--- src/mem_test_config.svh ---
`ifndef MEM_TEST_CONFIG_SVH
`define MEM_TEST_CONFIG_SVH

// Number of SRAM chips on the board, striped word by word.
`define NUM_S 4

// Pin widths of one asynchronous SRAM chip.
`define SRAM_ADDR_WIDTH 18
`define SRAM_DATA_WIDTH 16

// One pass is NUM_BURSTS bursts of NUM_BEATS words each.
`define NUM_BURSTS 8
`define NUM_BEATS 32

// The chip is selected by the low log2(NUM_S) bits of a linear address.
`define STRIPE_BITS 2

`endif

--- src/mem_types_pkg.sv ---
`include "mem_test_config.svh"

package mem_types_pkg;

  typedef enum logic {
    MEM_OP_WRITE,
    MEM_OP_READ
  } mem_op_t;

  // A linear address carries the stripe in its low bits.
  typedef struct packed {
    logic                                      valid;
    mem_op_t                                   op;
    logic [`SRAM_ADDR_WIDTH+`STRIPE_BITS-1:0] addr;
    logic [`SRAM_DATA_WIDTH-1:0]               data;
  } mem_req_t;

  typedef struct packed {
    logic                        valid;
    logic [`SRAM_DATA_WIDTH-1:0] data;
  } mem_rsp_t;

  typedef enum logic [2:0] {
    IDLE,
    WRITE,
    READ,
    DRAIN,
    DONE
  } gen_state_t;

endpackage

--- src/sram_pkg.sv ---
`include "mem_test_config.svh"

package sram_pkg;

  typedef struct packed {
    logic                        valid;
    mem_types_pkg::mem_op_t      op;
    logic [`SRAM_ADDR_WIDTH-1:0] addr;
    logic [`SRAM_DATA_WIDTH-1:0] data;
  } sram_req_t;

  // The data bus is split into out and in. data_oe marks when the board drives it.
  typedef struct packed {
    logic [`SRAM_ADDR_WIDTH-1:0] addr;
    logic [`SRAM_DATA_WIDTH-1:0] data_out;
    logic                        data_oe;
    logic                        we_n;
    logic                        oe_n;
    logic                        ce_n;
  } sram_pins_t;

  typedef enum logic [1:0] {
    IDLE,
    ACCESS,
    RELEASE
  } ctrl_state_t;

endpackage

--- src/mem_pattern_gen.sv ---
`timescale 1ns/1ns
`include "mem_test_config.svh"

module mem_pattern_gen (
  input  logic                    clk,
  input  logic                    rst_n,
  output mem_types_pkg::mem_req_t req,
  input  mem_types_pkg::mem_rsp_t rsp,
  output logic                    done,
  output logic                    pass
);

  localparam int LIN_W = `SRAM_ADDR_WIDTH + `STRIPE_BITS;
  localparam int DATA_W = `SRAM_DATA_WIDTH;
  localparam int BEAT_W = $clog2(`NUM_BEATS);
  localparam int BURST_W = $clog2(`NUM_BURSTS);
  localparam int FIFO_DEPTH = 4;
  localparam int PTR_W = $clog2(FIFO_DEPTH);
  localparam logic [DATA_W-1:0] SEED = 16'hA5A5;

  mem_types_pkg::gen_state_t state;
  logic [3:0]                pass_num;
  logic [BURST_W-1:0]        burst;
  logic [BEAT_W-1:0]         beat;
  logic [LIN_W-1:0]          lin_addr;
  logic                      last_beat;
  logic                      last_burst;
  logic [DATA_W-1:0]         exp_mem [FIFO_DEPTH];
  logic [PTR_W-1:0]          wr_ptr;
  logic [PTR_W-1:0]          rd_ptr;
  logic [PTR_W:0]            exp_count;
  logic                      exp_push;
  logic                      exp_pop;
  logic                      pass_q;

  // The seed rotated left by the pass number, XOR-ed with the address.
  function automatic logic [DATA_W-1:0] pattern(input logic [LIN_W-1:0] a,
                                                input logic [3:0] p);
    logic [2*DATA_W-1:0] dbl;
    dbl = {SEED, SEED} << p;
    return a[DATA_W-1:0] ^ dbl[2*DATA_W-1:DATA_W];
  endfunction

  assign lin_addr = LIN_W'(burst) * LIN_W'(`NUM_BEATS) + LIN_W'(beat);
  assign last_beat = (beat == BEAT_W'(`NUM_BEATS - 1));
  assign last_burst = (burst == BURST_W'(`NUM_BURSTS - 1));

  always_ff @(posedge clk) begin
    if (!rst_n) begin
      state <= mem_types_pkg::IDLE;
      pass_num <= '0;
      burst <= '0;
      beat <= '0;
      req.valid <= 1'b0;
    end else begin
      req.valid <= 1'b0;
      case (state)
        mem_types_pkg::IDLE: state <= mem_types_pkg::WRITE;
        mem_types_pkg::WRITE, mem_types_pkg::READ: begin
          // Reads carry the expected word so it can enter the FIFO at issue.
          req.valid <= 1'b1;
          req.addr <= lin_addr;
          req.data <= pattern(lin_addr, pass_num);
          if (state == mem_types_pkg::WRITE) begin
            req.op <= mem_types_pkg::MEM_OP_WRITE;
          end else begin
            req.op <= mem_types_pkg::MEM_OP_READ;
          end
          if (last_beat) begin
            beat <= '0;
            if (state == mem_types_pkg::WRITE) begin
              state <= mem_types_pkg::READ;
            end else begin
              state <= mem_types_pkg::DRAIN;
            end
          end else begin
            beat <= beat + 1'b1;
          end
        end
        mem_types_pkg::DRAIN: begin
          if (exp_count == '0 && !req.valid) begin
            if (last_burst) begin
              burst <= '0;
              state <= mem_types_pkg::DONE;
            end else begin
              burst <= burst + 1'b1;
              state <= mem_types_pkg::WRITE;
            end
          end
        end
        mem_types_pkg::DONE: begin
          pass_num <= pass_num + 1'b1;
          state <= mem_types_pkg::WRITE;
        end
        default: state <= mem_types_pkg::IDLE;
      endcase
    end
  end

  assign exp_push = req.valid && (req.op == mem_types_pkg::MEM_OP_READ);
  assign exp_pop = rsp.valid;

  always_ff @(posedge clk) begin
    if (!rst_n) begin
      wr_ptr <= '0;
      rd_ptr <= '0;
      exp_count <= '0;
      pass_q <= 1'b1;
    end else begin
      if (exp_push) begin
        wr_ptr <= wr_ptr + 1'b1;
      end
      if (exp_pop) begin
        rd_ptr <= rd_ptr + 1'b1;
      end
      if (exp_push && !exp_pop) begin
        exp_count <= exp_count + 1'b1;
      end else if (!exp_push && exp_pop) begin
        exp_count <= exp_count - 1'b1;
      end
      if (exp_pop && rsp.data != exp_mem[rd_ptr]) begin
        pass_q <= 1'b0;
      end
    end
  end

  always_ff @(posedge clk) begin
    if (exp_push) begin
      exp_mem[wr_ptr] <= req.data;
    end
  end

  assign done = (state == mem_types_pkg::DONE);
  assign pass = pass_q;

  // Every read that comes back must have been issued by this generator.
  a_rsp_expected: assert property (@(posedge clk) disable iff (!rst_n)
    rsp.valid |-> exp_count != '0);

endmodule

--- src/stripe_router.sv ---
`timescale 1ns/1ns
`include "mem_test_config.svh"

module stripe_router (
  input  logic                                      clk,
  input  logic                                      rst_n,
  input  mem_types_pkg::mem_req_t                   req,
  output mem_types_pkg::mem_rsp_t                   rsp,
  output sram_pkg::sram_req_t     [`NUM_S-1:0]      chip_req,
  input  mem_types_pkg::mem_rsp_t [`NUM_S-1:0]      chip_rsp
);

  // Cycles from a generator read to the matching controller response.
  localparam int TAG_DEPTH = 3;

  logic [`STRIPE_BITS-1:0]                 stripe;
  logic [`SRAM_ADDR_WIDTH-1:0]             chip_addr;
  logic [`NUM_S-1:0]                       rsp_valid;
  mem_types_pkg::mem_rsp_t                 merged;
  logic [TAG_DEPTH-1:0]                    tag_valid;
  logic [TAG_DEPTH-1:0][`STRIPE_BITS-1:0] tag_stripe;

  assign stripe = req.addr[`STRIPE_BITS-1:0];
  assign chip_addr = req.addr[`STRIPE_BITS +: `SRAM_ADDR_WIDTH];

  always_ff @(posedge clk) begin
    if (!rst_n) begin
      for (int i = 0; i < `NUM_S; i++) begin
        chip_req[i].valid <= 1'b0;
      end
    end else begin
      for (int i = 0; i < `NUM_S; i++) begin
        chip_req[i].valid <= req.valid && (stripe == `STRIPE_BITS'(i));
        if (stripe == `STRIPE_BITS'(i)) begin
          chip_req[i].op <= req.op;
          chip_req[i].addr <= chip_addr;
          chip_req[i].data <= req.data;
        end
      end
    end
  end

  // Idle controllers hold stale data, so only valid responses are merged.
  always_comb begin
    merged = '0;
    for (int i = 0; i < `NUM_S; i++) begin
      rsp_valid[i] = chip_rsp[i].valid;
      if (chip_rsp[i].valid) begin
        merged = merged | chip_rsp[i];
      end
    end
  end

  always_ff @(posedge clk) begin
    if (!rst_n) begin
      rsp.valid <= 1'b0;
      tag_valid <= '0;
    end else begin
      rsp.valid <= merged.valid;
      rsp.data <= merged.data;
      tag_valid <= {tag_valid[TAG_DEPTH-2:0],
                    req.valid && (req.op == mem_types_pkg::MEM_OP_READ)};
      tag_stripe <= {tag_stripe[TAG_DEPTH-2:0], stripe};
    end
  end

  a_one_chip_rsp: assert property (@(posedge clk) disable iff (!rst_n)
    $onehot0(rsp_valid));

  // Each response comes from the chip of the read issued TAG_DEPTH cycles earlier.
  a_stripe_order: assert property (@(posedge clk) disable iff (!rst_n)
    ((|rsp_valid) == tag_valid[TAG_DEPTH-1]) &&
    (!tag_valid[TAG_DEPTH-1] || rsp_valid[tag_stripe[TAG_DEPTH-1]]));

endmodule

--- src/sram_ctrl.sv ---
`timescale 1ns/1ns
`include "mem_test_config.svh"

module sram_ctrl (
  input  logic                        clk,
  input  logic                        rst_n,
  input  sram_pkg::sram_req_t         req,
  output mem_types_pkg::mem_rsp_t     rsp,
  output sram_pkg::sram_pins_t        pins,
  input  logic [`SRAM_DATA_WIDTH-1:0] data_in
);

  sram_pkg::ctrl_state_t state;
  logic                  write;

  assign write = (req.op == mem_types_pkg::MEM_OP_WRITE);

  always_ff @(posedge clk) begin
    if (!rst_n) begin
      state <= sram_pkg::IDLE;
      pins.data_oe <= 1'b0;
      pins.we_n <= 1'b1;
      pins.oe_n <= 1'b1;
      pins.ce_n <= 1'b1;
      rsp.valid <= 1'b0;
    end else begin
      rsp.valid <= 1'b0;
      case (state)
        sram_pkg::IDLE: begin
          if (req.valid) begin
            state <= sram_pkg::ACCESS;
            pins.addr <= req.addr;
            pins.data_out <= req.data;
            pins.data_oe <= write;
            pins.we_n <= !write;
            pins.oe_n <= write;
            pins.ce_n <= 1'b0;
          end
        end
        sram_pkg::ACCESS: begin
          // Read data has settled by the end of the access cycle.
          state <= sram_pkg::RELEASE;
          pins.data_oe <= 1'b0;
          pins.we_n <= 1'b1;
          pins.oe_n <= 1'b1;
          pins.ce_n <= 1'b1;
          rsp.valid <= !pins.oe_n;
          rsp.data <= data_in;
        end
        sram_pkg::RELEASE: state <= sram_pkg::IDLE;
        default: state <= sram_pkg::IDLE;
      endcase
    end
  end

  // The stripe spacing must leave the controller idle before its next beat.
  a_req_when_idle: assert property (@(posedge clk) disable iff (!rst_n)
    req.valid |-> state == sram_pkg::IDLE);

  a_we_oe_exclusive: assert property (@(posedge clk) disable iff (!rst_n)
    !(!pins.we_n && !pins.oe_n));

endmodule

--- src/mem_test_striped_sram.sv ---
`timescale 1ns/1ns
`include "mem_test_config.svh"

module mem_test_striped_sram (
  input  logic                                       clk,
  input  logic                                       rst_n,
  output logic                                       done,
  output logic                                       pass,
  output sram_pkg::sram_pins_t [`NUM_S-1:0]          sram_pins,
  input  logic [`NUM_S-1:0][`SRAM_DATA_WIDTH-1:0]    sram_data_in
);

  mem_types_pkg::mem_req_t              gen_req;
  mem_types_pkg::mem_rsp_t              gen_rsp;
  sram_pkg::sram_req_t     [`NUM_S-1:0] chip_req;
  mem_types_pkg::mem_rsp_t [`NUM_S-1:0] chip_rsp;

  mem_pattern_gen i_gen (
    .clk  (clk),
    .rst_n(rst_n),
    .req  (gen_req),
    .rsp  (gen_rsp),
    .done (done),
    .pass (pass)
  );

  stripe_router i_router (
    .clk     (clk),
    .rst_n   (rst_n),
    .req     (gen_req),
    .rsp     (gen_rsp),
    .chip_req(chip_req),
    .chip_rsp(chip_rsp)
  );

  for (genvar i = 0; i < `NUM_S; i++) begin : g_ctrl
    sram_ctrl i_ctrl (
      .clk    (clk),
      .rst_n  (rst_n),
      .req    (chip_req[i]),
      .rsp    (chip_rsp[i]),
      .pins   (sram_pins[i]),
      .data_in(sram_data_in[i])
    );
  end

endmodule

--- config.mk ---
export PLATFORM = sky130hd
export DESIGN_NAME = mem_test_striped_sram
export DESIGN_NICKNAME = d
export VERILOG_FILES = /design/src/mem_types_pkg.sv /design/src/sram_pkg.sv /design/src/mem_pattern_gen.sv /design/src/stripe_router.sv /design/src/sram_ctrl.sv /design/src/mem_test_striped_sram.sv
export VERILOG_INCLUDE_DIRS = /design/src
export SDC_FILE = /design/constraint.sdc
export NUM_CORES = 1
export LEC_CHECK = 0
export ABC_AREA = 1
export BUFFER_PORTS_ARGS = -buffer_cell sky130_fd_sc_hd__buf_4
export CAP_MARGIN = 20
export CORE_MARGIN = 5
export CORE_UTILIZATION = 51
export CTS_CLUSTER_SIZE = 20
export DETAILED_ROUTE_END_ITERATION = 16
export HOLD_SLACK_MARGIN = 0.08
export PLACE_DENSITY_LB_ADDON = 0.1
export SYNTH_ARGS = -nofsm -noshare
export SYNTH_HDL_FRONTEND = slang
export SYNTH_SLANG_ARGS = --single-unit
--- constraint.sdc ---
create_clock -name clk -period 2.8 [get_ports clk]
set_clock_uncertainty 0.05 [all_clocks]
set_input_delay 0.56 -clock clk [delete_from_list [all_inputs] [get_ports clk]]
set_output_delay 0.56 -clock clk [all_outputs]
set_load 0.02 [all_outputs]
After elaboration in Yosys (flattened, before gate mapping)
Memory sizes are Yosys's and may differ from the RTL's. A register that Yosys moved wholly into a read port is not among the register bits.
Cells that the tools add are included.
{"block": "classes", "n_addsub": 8, "multipliers": 0, "n_div": 0, "magnitude_cmp": 0, "eq_ne": 20, "n_shift": 1, "n_mux": 35, "bitwise_logic": 8, "n_reduce_logical": 49}
{"op": "two-way mux 17 bit", "count": 4}
{"op": "bitwise OR 17 bit", "count": 3}
{"op": "two-way mux 38 bit", "count": 1}
{"op": "case mux 4 bit (2 select lines)", "count": 4}
{"op": "left shift 32 x 4 -> 32 bit, first input constant", "count": 1}
{"op": "AND reduction 2 bit", "count": 15}
{"op": "two-way mux 3 bit", "count": 6}
{"op": "two-way mux 4 bit", "count": 4}
{"op": "!= test 16 bit", "count": 1}
{"op": "case mux 2 bit (2 select lines)", "count": 4}
{"op": "XOR 16 bit", "count": 1}
{"op": "two-way mux 2 bit", "count": 6}
{"op": "AND reduction 3 bit", "count": 4}
{"op": "equality test 2 x 1 -> 1 bit, second input constant", "count": 5}
{"op": "zero test 2 bit", "count": 5}
{"op": "nonzero test 2 bit", "count": 5}
{"op": "adder 8 x 5 -> 9 bit", "count": 1}
{"op": "logical AND 1 bit", "count": 9}
{"op": "case mux 3 bit (3 select lines)", "count": 1}
{"op": "!= test 2 bit, second input constant", "count": 4}
{"op": "zero test 1 bit", "count": 7}
{"op": "adder 3 x 1 -> 3 bit, second input constant", "count": 2}
{"op": "equality test 3 x 2 -> 1 bit, second input constant", "count": 2}
{"op": "equality test 3 bit, second input constant", "count": 2}
{"op": "13 further kinds", "count": 24}
{"block": "totals", "register_bits": 450, "latch_bits": 0, "mem_bits_rw": 64, "romBits": 0, "in_bits": 66, "wordCells": 188, "mem_count": 1}
{"memory": "i_gen.exp_mem", "words": 4, "word_bits": 16, "read_ports": 1, "rd_ports_with_merged_regs": 1, "wr": 1, "line": "mem_pattern_gen.sv:28", "rtl": "logic [DATA_W-1:0] exp_mem [FIFO_DEPTH];"}

Depth between registers and ports, before layout
Gate-level depths: netlist of run 1.
{"block": "logic_depth", "depth_word": 7, "mapped_depth": 16, "ltp_nobuf": 14}

Cells and area by module
Synthesis of run 1 repeated with hierarchy kept, for this count alone.
{"block": "unflattened", "cells_unflattened": 1126, "hier_area_um2": 17504.3}
{"module": "sram_ctrl", "n_inst": 4, "cells_per_inst": 82, "area_per_inst_um2": 1750.4}
{"module": "stripe_router", "n_inst": 1, "cells_per_inst": 330, "area_per_inst_um2": 5485.3}
{"module": "mem_pattern_gen", "n_inst": 1, "cells_per_inst": 468, "area_per_inst_um2": 5017.3}

Worst setup path after synthesis of run 1
Ideal clock, no wire load.
{"block": "synth_path", "path_kind": "input-to-reg", "startpoint": "input port rst_n", "endpoint": "register i_router.chip_req[36] (netlist name)", "arrival_ns": 2.464, "slack_ns": -0.146, "path_stages": 3, "path_cell_list": "inv_1 clkbuf_1 nor3_1"}
{"block": "synth_via", "elab_chain_cells": 1}
{"element": "start, declared", "line": "mem_test_striped_sram.sv:6", "rtl": "input logic rst_n,"}
{"element": "AND reduction 2 bit (no source line)"}
No other way between the ends.
A chain may end at the register's enable or synchronous reset.

Final worst setup path of run 1
{"block": "layout_path", "startpoint": "register i_gen.state[0]", "endpoint": "output port done"}
{"block": "layout_via", "elab_chain_cells": 1}
{"element": "start, declared", "line": "mem_pattern_gen.sv:21", "rtl": "mem_types_pkg::gen_state_t state;"}
{"element": "start signal, assigned", "line": "mem_pattern_gen.sv:50", "rtl": "state <= mem_types_pkg::IDLE;"}
{"element": "start signal, assigned", "line": "mem_pattern_gen.sv:58", "rtl": "mem_types_pkg::IDLE: state <= mem_types_pkg::WRITE;"}
{"element": "start signal, assigned", "line": "mem_pattern_gen.sv:72", "rtl": "state <= mem_types_pkg::READ;"}
{"element": "equality test 3 bit", "line": "mem_pattern_gen.sv:133", "rtl": "assign done = (state == mem_types_pkg::DONE);"}
{"element": "end, declared", "line": "mem_test_striped_sram.sv:7", "rtl": "output logic done,"}
No other way between the ends.

==> flow_metrics.py, run 1 <==
metrics = {
    "outcome": {
        "outcome": "completed",
    },
    "placement": {
        "numPortBuffers": 171,
        "place_area_um2": 16200,
        "gp_congestion": 0.795,
        "dpl.hpwl_um": 19000,
        "dp_slack_ns": 0.676,
    },
    "yosys": {
        "async_flop_share": 0,
        "synth_edf_count": 349,
        "seq_area_frac_synth": 0.796,
        "synth_seq_cells": 407,
        "syn_inst": 994,
        "yosys_warnings": 0,
        "synth.avg_cell_area_um2": 14.7,
        "synth_cell_types": 36,
        "synth_area_um2": 14600,
        "synth-main-ff-cell": "edfxtp_1",
    },
    "timing": {
        "tightest_slew_ns": 0.715,
        "hold_violations": 0,
        "timing.final.ws_setup_ns": 0.745,
        "whs_ns": 0.156,
        "period_minus_slack_ns": 2.06,
        "max_freq_mhz": 487,
        "final-max-slew-violation-count": 0,
        "post-route-period-util": 0.734,
        "slew_headroom": 0.523,
        "setup_violations": 0,
        "rsz0062_at_grt": "no",
    },
    "drt": {
        "ant_nets": 0,
        "drc": 0,
        "viasPerCell": 4.84,
        "wl_per_cell_um": 17.4,
        "finalWirelength_um": 28200,
        "num_vias": 7830,
        "drt_first_pass_iters": 4,
        "drt_iter0_drc": 524,
    },
    "worst_hold_path": {
        "min-delay-start": "sram_data_in[39]",
        "hold_path_class": "input port to flip-flop",
    },
    "run": {
        "drv_cap": 0,
    },
    "cells_and_area": {
        "final_area_um2": 17500,
        "multiInputGateArea_um2": 2450,
        "layout-drive-gt1-share": 0.233,
        "diodes": 0,
        "seq_area_um2": 11600,
        "fillers": 2129,
        "finish.utilization": 0.616,
        "area_delta_synth_final_pct": 19.9,
        "nets": 1283,
    },
    "floorplan": {
        "initial_core_util": 0.513,
        "chipHeight_um": 179,
        "core-area_um2": 28500,
        "die_area_um2": 32100,
        "pin_count": 220,
        "dieWidth_um": 179,
        "rows": 62,
    },
    "clocking": {
        "htreeDepth": 2,
        "cts_resized": 0,
        "cts.sinks": 407,
        "clock_latency_ns": 0.53,
        "numCtsBuffers": 40,
        "cts-root-buf": "clkbuf_16",
        "cts_buffer_depth": 3,
        "postCtsSetupRepairBufs": 0,
        "clk_pin_slew_ns": 0.06,
        "cts-hold-fix-buffers": 0,
        "cts_tree": "yes",
    },
    "global_routing": {
        "grt_usage": 0.177,
        "grt_overflow_total": 0,
        "grt_max_degree": 41,
        "antenna_found_initial": 0,
        "grt_pass1_vias": 7601,
        "grt_first_pass_wirelength_um": 43100,
    },
    "power_and_ir_drop": {
        "irDropWorstVdd_mv": 0.460,
        "power_uw": 13600,
        "p_leak_uw": 0.00651,
        "power_density_nw_per_um2": 778,
    },
    "setup_path": {
        "worstPathMaxFanout": 6,
        "rrSetupSlack_ns": 0.87,
        "cp-start-kind": "flip-flop",
        "worstPathRequired_ns": 2.19,
        "crit_path_start": "i_gen.state[0]",
        "crit_type": "flip-flop to output port",
        "cp.arrival_ns": 1.45,
        "setup.worst_path.end_class": "output port",
    },
}
-- metrics by stage --
step / std cells / TNS [ns]
finish: 1618 / 0
CTS: 1618 / 0
global route: 1618 / 0
floorplan: 1041 / -8.90
detailed placement: 1544 / 0
global placement: 1543 / 0
-- worst max-delay path: stages (launching register included) --
cell and delay, ns:
dfxtp_1 0.34, or2_4 0.28, nor2_4 0.14, buf_4 0.17
-- metal layers --
| metal | vias to the layer above | GRT usage | part of all wire |
|---|---|---|---|
| met5 | - | 0 | 0 |
| met4 | 0 | 0.0403 | 0.014 |
| met3 | 30 | 0.0363 | 0.062 |
| met2 | 243 | 0.281 | 0.47 |
| met1 | 3747 | 0.257 | 0.45 |
| li1 | 3810 | - | - |
-- power breakdown --
part	internal, uW	switching [uW]	total (uW)
Combinational	339	709	1050
Sequential	7150	282	7430
Clock	2940	2220	5160
Total	10400	3210	13600
-- cells in the mapped netlist (7+ instances only) --
cell	number	area share
nand4_1	17	0.0073
nor3_1	8	0.0027
dfxtp_1	58	0.079
a21oi_1	18	0.0062
xor2_1	7	0.0042
edfxtp_1	349	0.72
ha_1	14	0.012
nand2_1	232	0.060
buf_4	49	0.025
nor2_1	56	0.014
clkbuf_1	12	0.0031
nand3_1	36	0.012
nand3_2	7	0.0048
o21ai_0	25	0.0086
nand3b_1	14	0.0072
inv_1	51	0.013
-- flip-flops by register name (all words and copies together) (netlist names), named ones only --
| register | count |
|---|---|
| i_gen.exp_count | 3 |
| g_ctrl.i_ctrl.state | 8 |
| g_ctrl.i_ctrl.rsp | 68 |
| i_router.rsp | 17 |
| i_gen.req | 26 |
| i_router.chip_req | 96 |
| i_gen.wr_ptr | 2 |
| i_gen.state | 3 |
| g_ctrl.i_ctrl.pins | 104 |
| i_gen.beat | 5 |
| i_gen.rd_ptr | 2 |
| i_gen.burst | 3 |
| i_gen.pass_num | 3 |
| i_gen.exp_mem | 64 |
| i_gen.pass | 1 |
-- final timing paths --
path | endpoint | cells after the start
worst max-delay path | done | 3
worst min register to register | g_ctrl[0].i_ctrl.pins[9] | 0
worst max register to register | i_gen.pass | 14
worst min-delay path | g_ctrl[2].i_ctrl.rsp[7] | 1
-- layout make-up --
| type | instances | area share |
|---|---|---|
| repair buffers | 193 | 0.0838 |
| clock inverters | 30 | 0.0155 |
| multi-input cells | 507 | 0.140 |
| well taps | 384 | 0.0274 |
| clock buffers | 44 | 0.0580 |
| inverters | 53 | 0.0118 |
| flip-flops and latches | 407 | 0.664 |
-- cell families (layout without fill, tap and decap cells) --
kind of cell               Yosys count  count (layout)  synth area share
DFF                                407             407             0.796
and+or+nand+nor                    387             387             0.116
buffers and inverters              127             320            0.0508
AOI/OAI and AO/OA                   49              49            0.0182
adders and majority gates           15              15            0.0134
xor gates and xnor gates             8               8           0.00479
other                                1              48          0.000257
-- cell usage in the layout, fill, tap and decap left out, types with 12 or more instances in the layout --
master | Yosys | routed
o21ai_0 | 25 | 25
edfxtp_1 | 349 | 349
clkbuf_16 | 0 | 40
inv_1 | 51 | 51
nand2_1 | 232 | 232
clkinv_2 | 0 | 12
ha_1 | 14 | 14
a21oi_1 | 18 | 18
nand4_1 | 17 | 17
nor2_1 | 56 | 51
nand3b_1 | 14 | 14
buf_4 | 49 | 191
nand3_1 | 36 | 36
conb_1 | 1 | 48
dfxtp_1 | 58 | 58
(Power assumes the default switching activity.)
==> inputs of run 2 (changes only) <==
==> constraint.sdc (replaced) <==
create_clock -name clk -period 1.7 [get_ports clk]
set_clock_uncertainty 0.05 [all_clocks]
set_input_delay 0.34 -clock clk [delete_from_list [all_inputs] [get_ports clk]]
set_output_delay 0.34 -clock clk [all_outputs]
set_load 0.02 [all_outputs]
==> flow_metrics.py, run 2 (same netlist as run 1, synthesis figures left out) <==
metrics = {
    "placement": {
        "dpl.hpwl_um": 18900,
        "numPortBuffers": 171,
        "dp.cells": 1566,
        "gp_congestion": 0.819,
        "dp_slack_ns": -0.0405,
    },
    "drt": {
        "num_vias": 8218,
        "drc": 0,
        "drt_iter0_drc": 564,
        "finalWirelength_um": 29500,
        "drt_first_pass_iters": 5,
        "viasPerCell": 4.81,
        "ant_nets": 0,
        "wl_per_cell_um": 17.3,
    },
    "setup_path": {
        "critPathTopFamily": "simple AND/OR/NAND/NOR gates",
        "crit_type": "flip-flop to output port",
        "cp.arrival_ns": 1.32,
        "max_stage_delay_ns": 0.32,
        "worstPathRequired_ns": 1.31,
        "worstPathMaxFanout": 2,
        "setup.worst_path.end_class": "output port",
        "cp_num_buf_inv": 1,
        "crit_slowest_cell": "dfxtp_2",
        "crit_chain": "or2_4 -> nor2_4 -> buf_6",
        "cp-start-kind": "flip-flop",
        "rrSetupSlack_ns": 0.07,
    },
    "floorplan": {
        "dieWidth_um": 179,
        "chipHeight_um": 179,
        "die_area_um2": 32100,
        "core-area_um2": 28500,
        "initial_core_util": 0.513,
        "rows": 62,
        "pin_count": 220,
    },
    "outcome": {
        "violations": "negative setup slack",
        "outcome": "finished, violations left",
    },
    "clocking": {
        "cts_tree": "yes",
        "clk_pin_slew_ns": 0.06,
        "clock_latency_ns": 0.54,
        "htreeDepth": 2,
        "cts_buffer_depth": 3,
        "numCtsBuffers": 40,
        "cts.sinks": 407,
        "cts-root-buf": "clkbuf_16",
    },
    "timing": {
        "post-route-period-util": 1.01,
        "setup-tns-final_ns": -0.0138,
        "timing.final.ws_setup_ns": -0.0138,
        "max_freq_mhz": 584,
        "final-max-slew-violation-count": 0,
        "period_minus_slack_ns": 1.71,
        "hold_violations": 0,
        "rsz0062_at_grt": "yes",
        "setup_violations": 1,
    },
    "cells_and_area": {
        "final_cell_mix": "edfxtp_1, nand2_1, buf_4",
        "fillers": 2014,
        "largest_reg_flops": 104,
        "reg.largest.list": "g_ctrl.i_ctrl.pins: 104 flops, i_router.chip_req: 96 flops, g_ctrl.i_ctrl.rsp: 68 flops",
        "diodes": 0,
        "layout-drive-gt1-share": 0.251,
        "nets": 1372,
        "fin_cells": 1707,
        "regMostFlops": "g_ctrl.i_ctrl.pins",
        "multiInputGateArea_um2": 2540,
        "area_delta_synth_final_pct": 28.0,
        "seq_area_um2": 11600,
        "layout_commonest_cell": "edfxtp_1",
    },
    "global_routing": {
        "grt_pass1_vias": 8111,
        "grt_first_pass_wirelength_um": 45000,
        "grt_overflow_total": 0,
        "grt_max_degree": 41,
        "antenna_found_initial": 0,
        "grt_usage": 0.185,
    },
    "power_and_ir_drop": {
        "irDropWorstVdd_mv": 0.942,
        "p_leak_uw": 0.00697,
        "power_density_nw_per_um2": 1220,
    },
    "worst_hold_path": {
        "hold_path_class": "input port to flip-flop",
    },
    "run": {
        "drv_cap": 0,
    },
}
[run 2: path summary, 6_finish.rpt]
check	depth (start not counted)	end	from
hold / removal	4	i_router.chip_req[35]	rst_n
setup reg to reg	9	i_gen.exp_count[2]	i_gen.req[36]
hold reg to reg	0	g_ctrl[1].i_ctrl.pins[9]	i_router.chip_req[41]
setup / recovery	3	done	i_gen.state[0]
[run 2: area by class of cell]
cell class / count / share of cell area
tap: 384 / 0.0257
clock buffer: 45 / 0.0551
timing repair buffer: 282 / 0.137
inverter: 53 / 0.0110
multi-input combinational: 507 / 0.136
clock inverter: 29 / 0.0125
sequential: 407 / 0.623
[run 2: worst reg2reg max path, delay by kind of cell (launching register included)]
kind            cells  cell delay, ns
compound gates      4            0.38
fa+ha+maj           2            0.54
buf+inv             2            0.11
flops               1            0.37
simple gates        1            0.07
[run 2: per-stage QoR]
step / area, um2 / hold WS (ns) / utilization / power, uW
final: 18700 / 0.239 / 0.657 / 22800
after global routing: 18700 / 0.244 / 0.657 / 23800
after CTS: 18700 / 0.215 / 0.655 / 23000
after detailed placement: 16700 / 0.355 / 0.588 / 14500
after global placement: 16700 / 0.351 / 0.588 / 14400
after floorplan: 14900 / 0.350 / - / 13500
[run 2: timing repair]
action	CTS	global route
setup buffers	2	1
endpoints found under the hold margin	64	0
hold buffers	64	0
setup endpoints to repair	2	9
pin swaps	1	3
gates resized for setup	4	17
[run 2: power by group]
group          switching [uW]  internal, uW  total, uW
clock                    3660          4730       8380
combinational            1320           912       2230
sequential                466         11800      12200
total                    5440         17400      22800
[run 2: routing by layer]
layer	global-route usage	up-vias	part of all wire
met4	0.0435	0	0.014
met1	0.255	3915	0.42
met5	0	-	0
met3	0.0384	42	0.071
li1	-	3988	-
met2	0.307	273	0.49
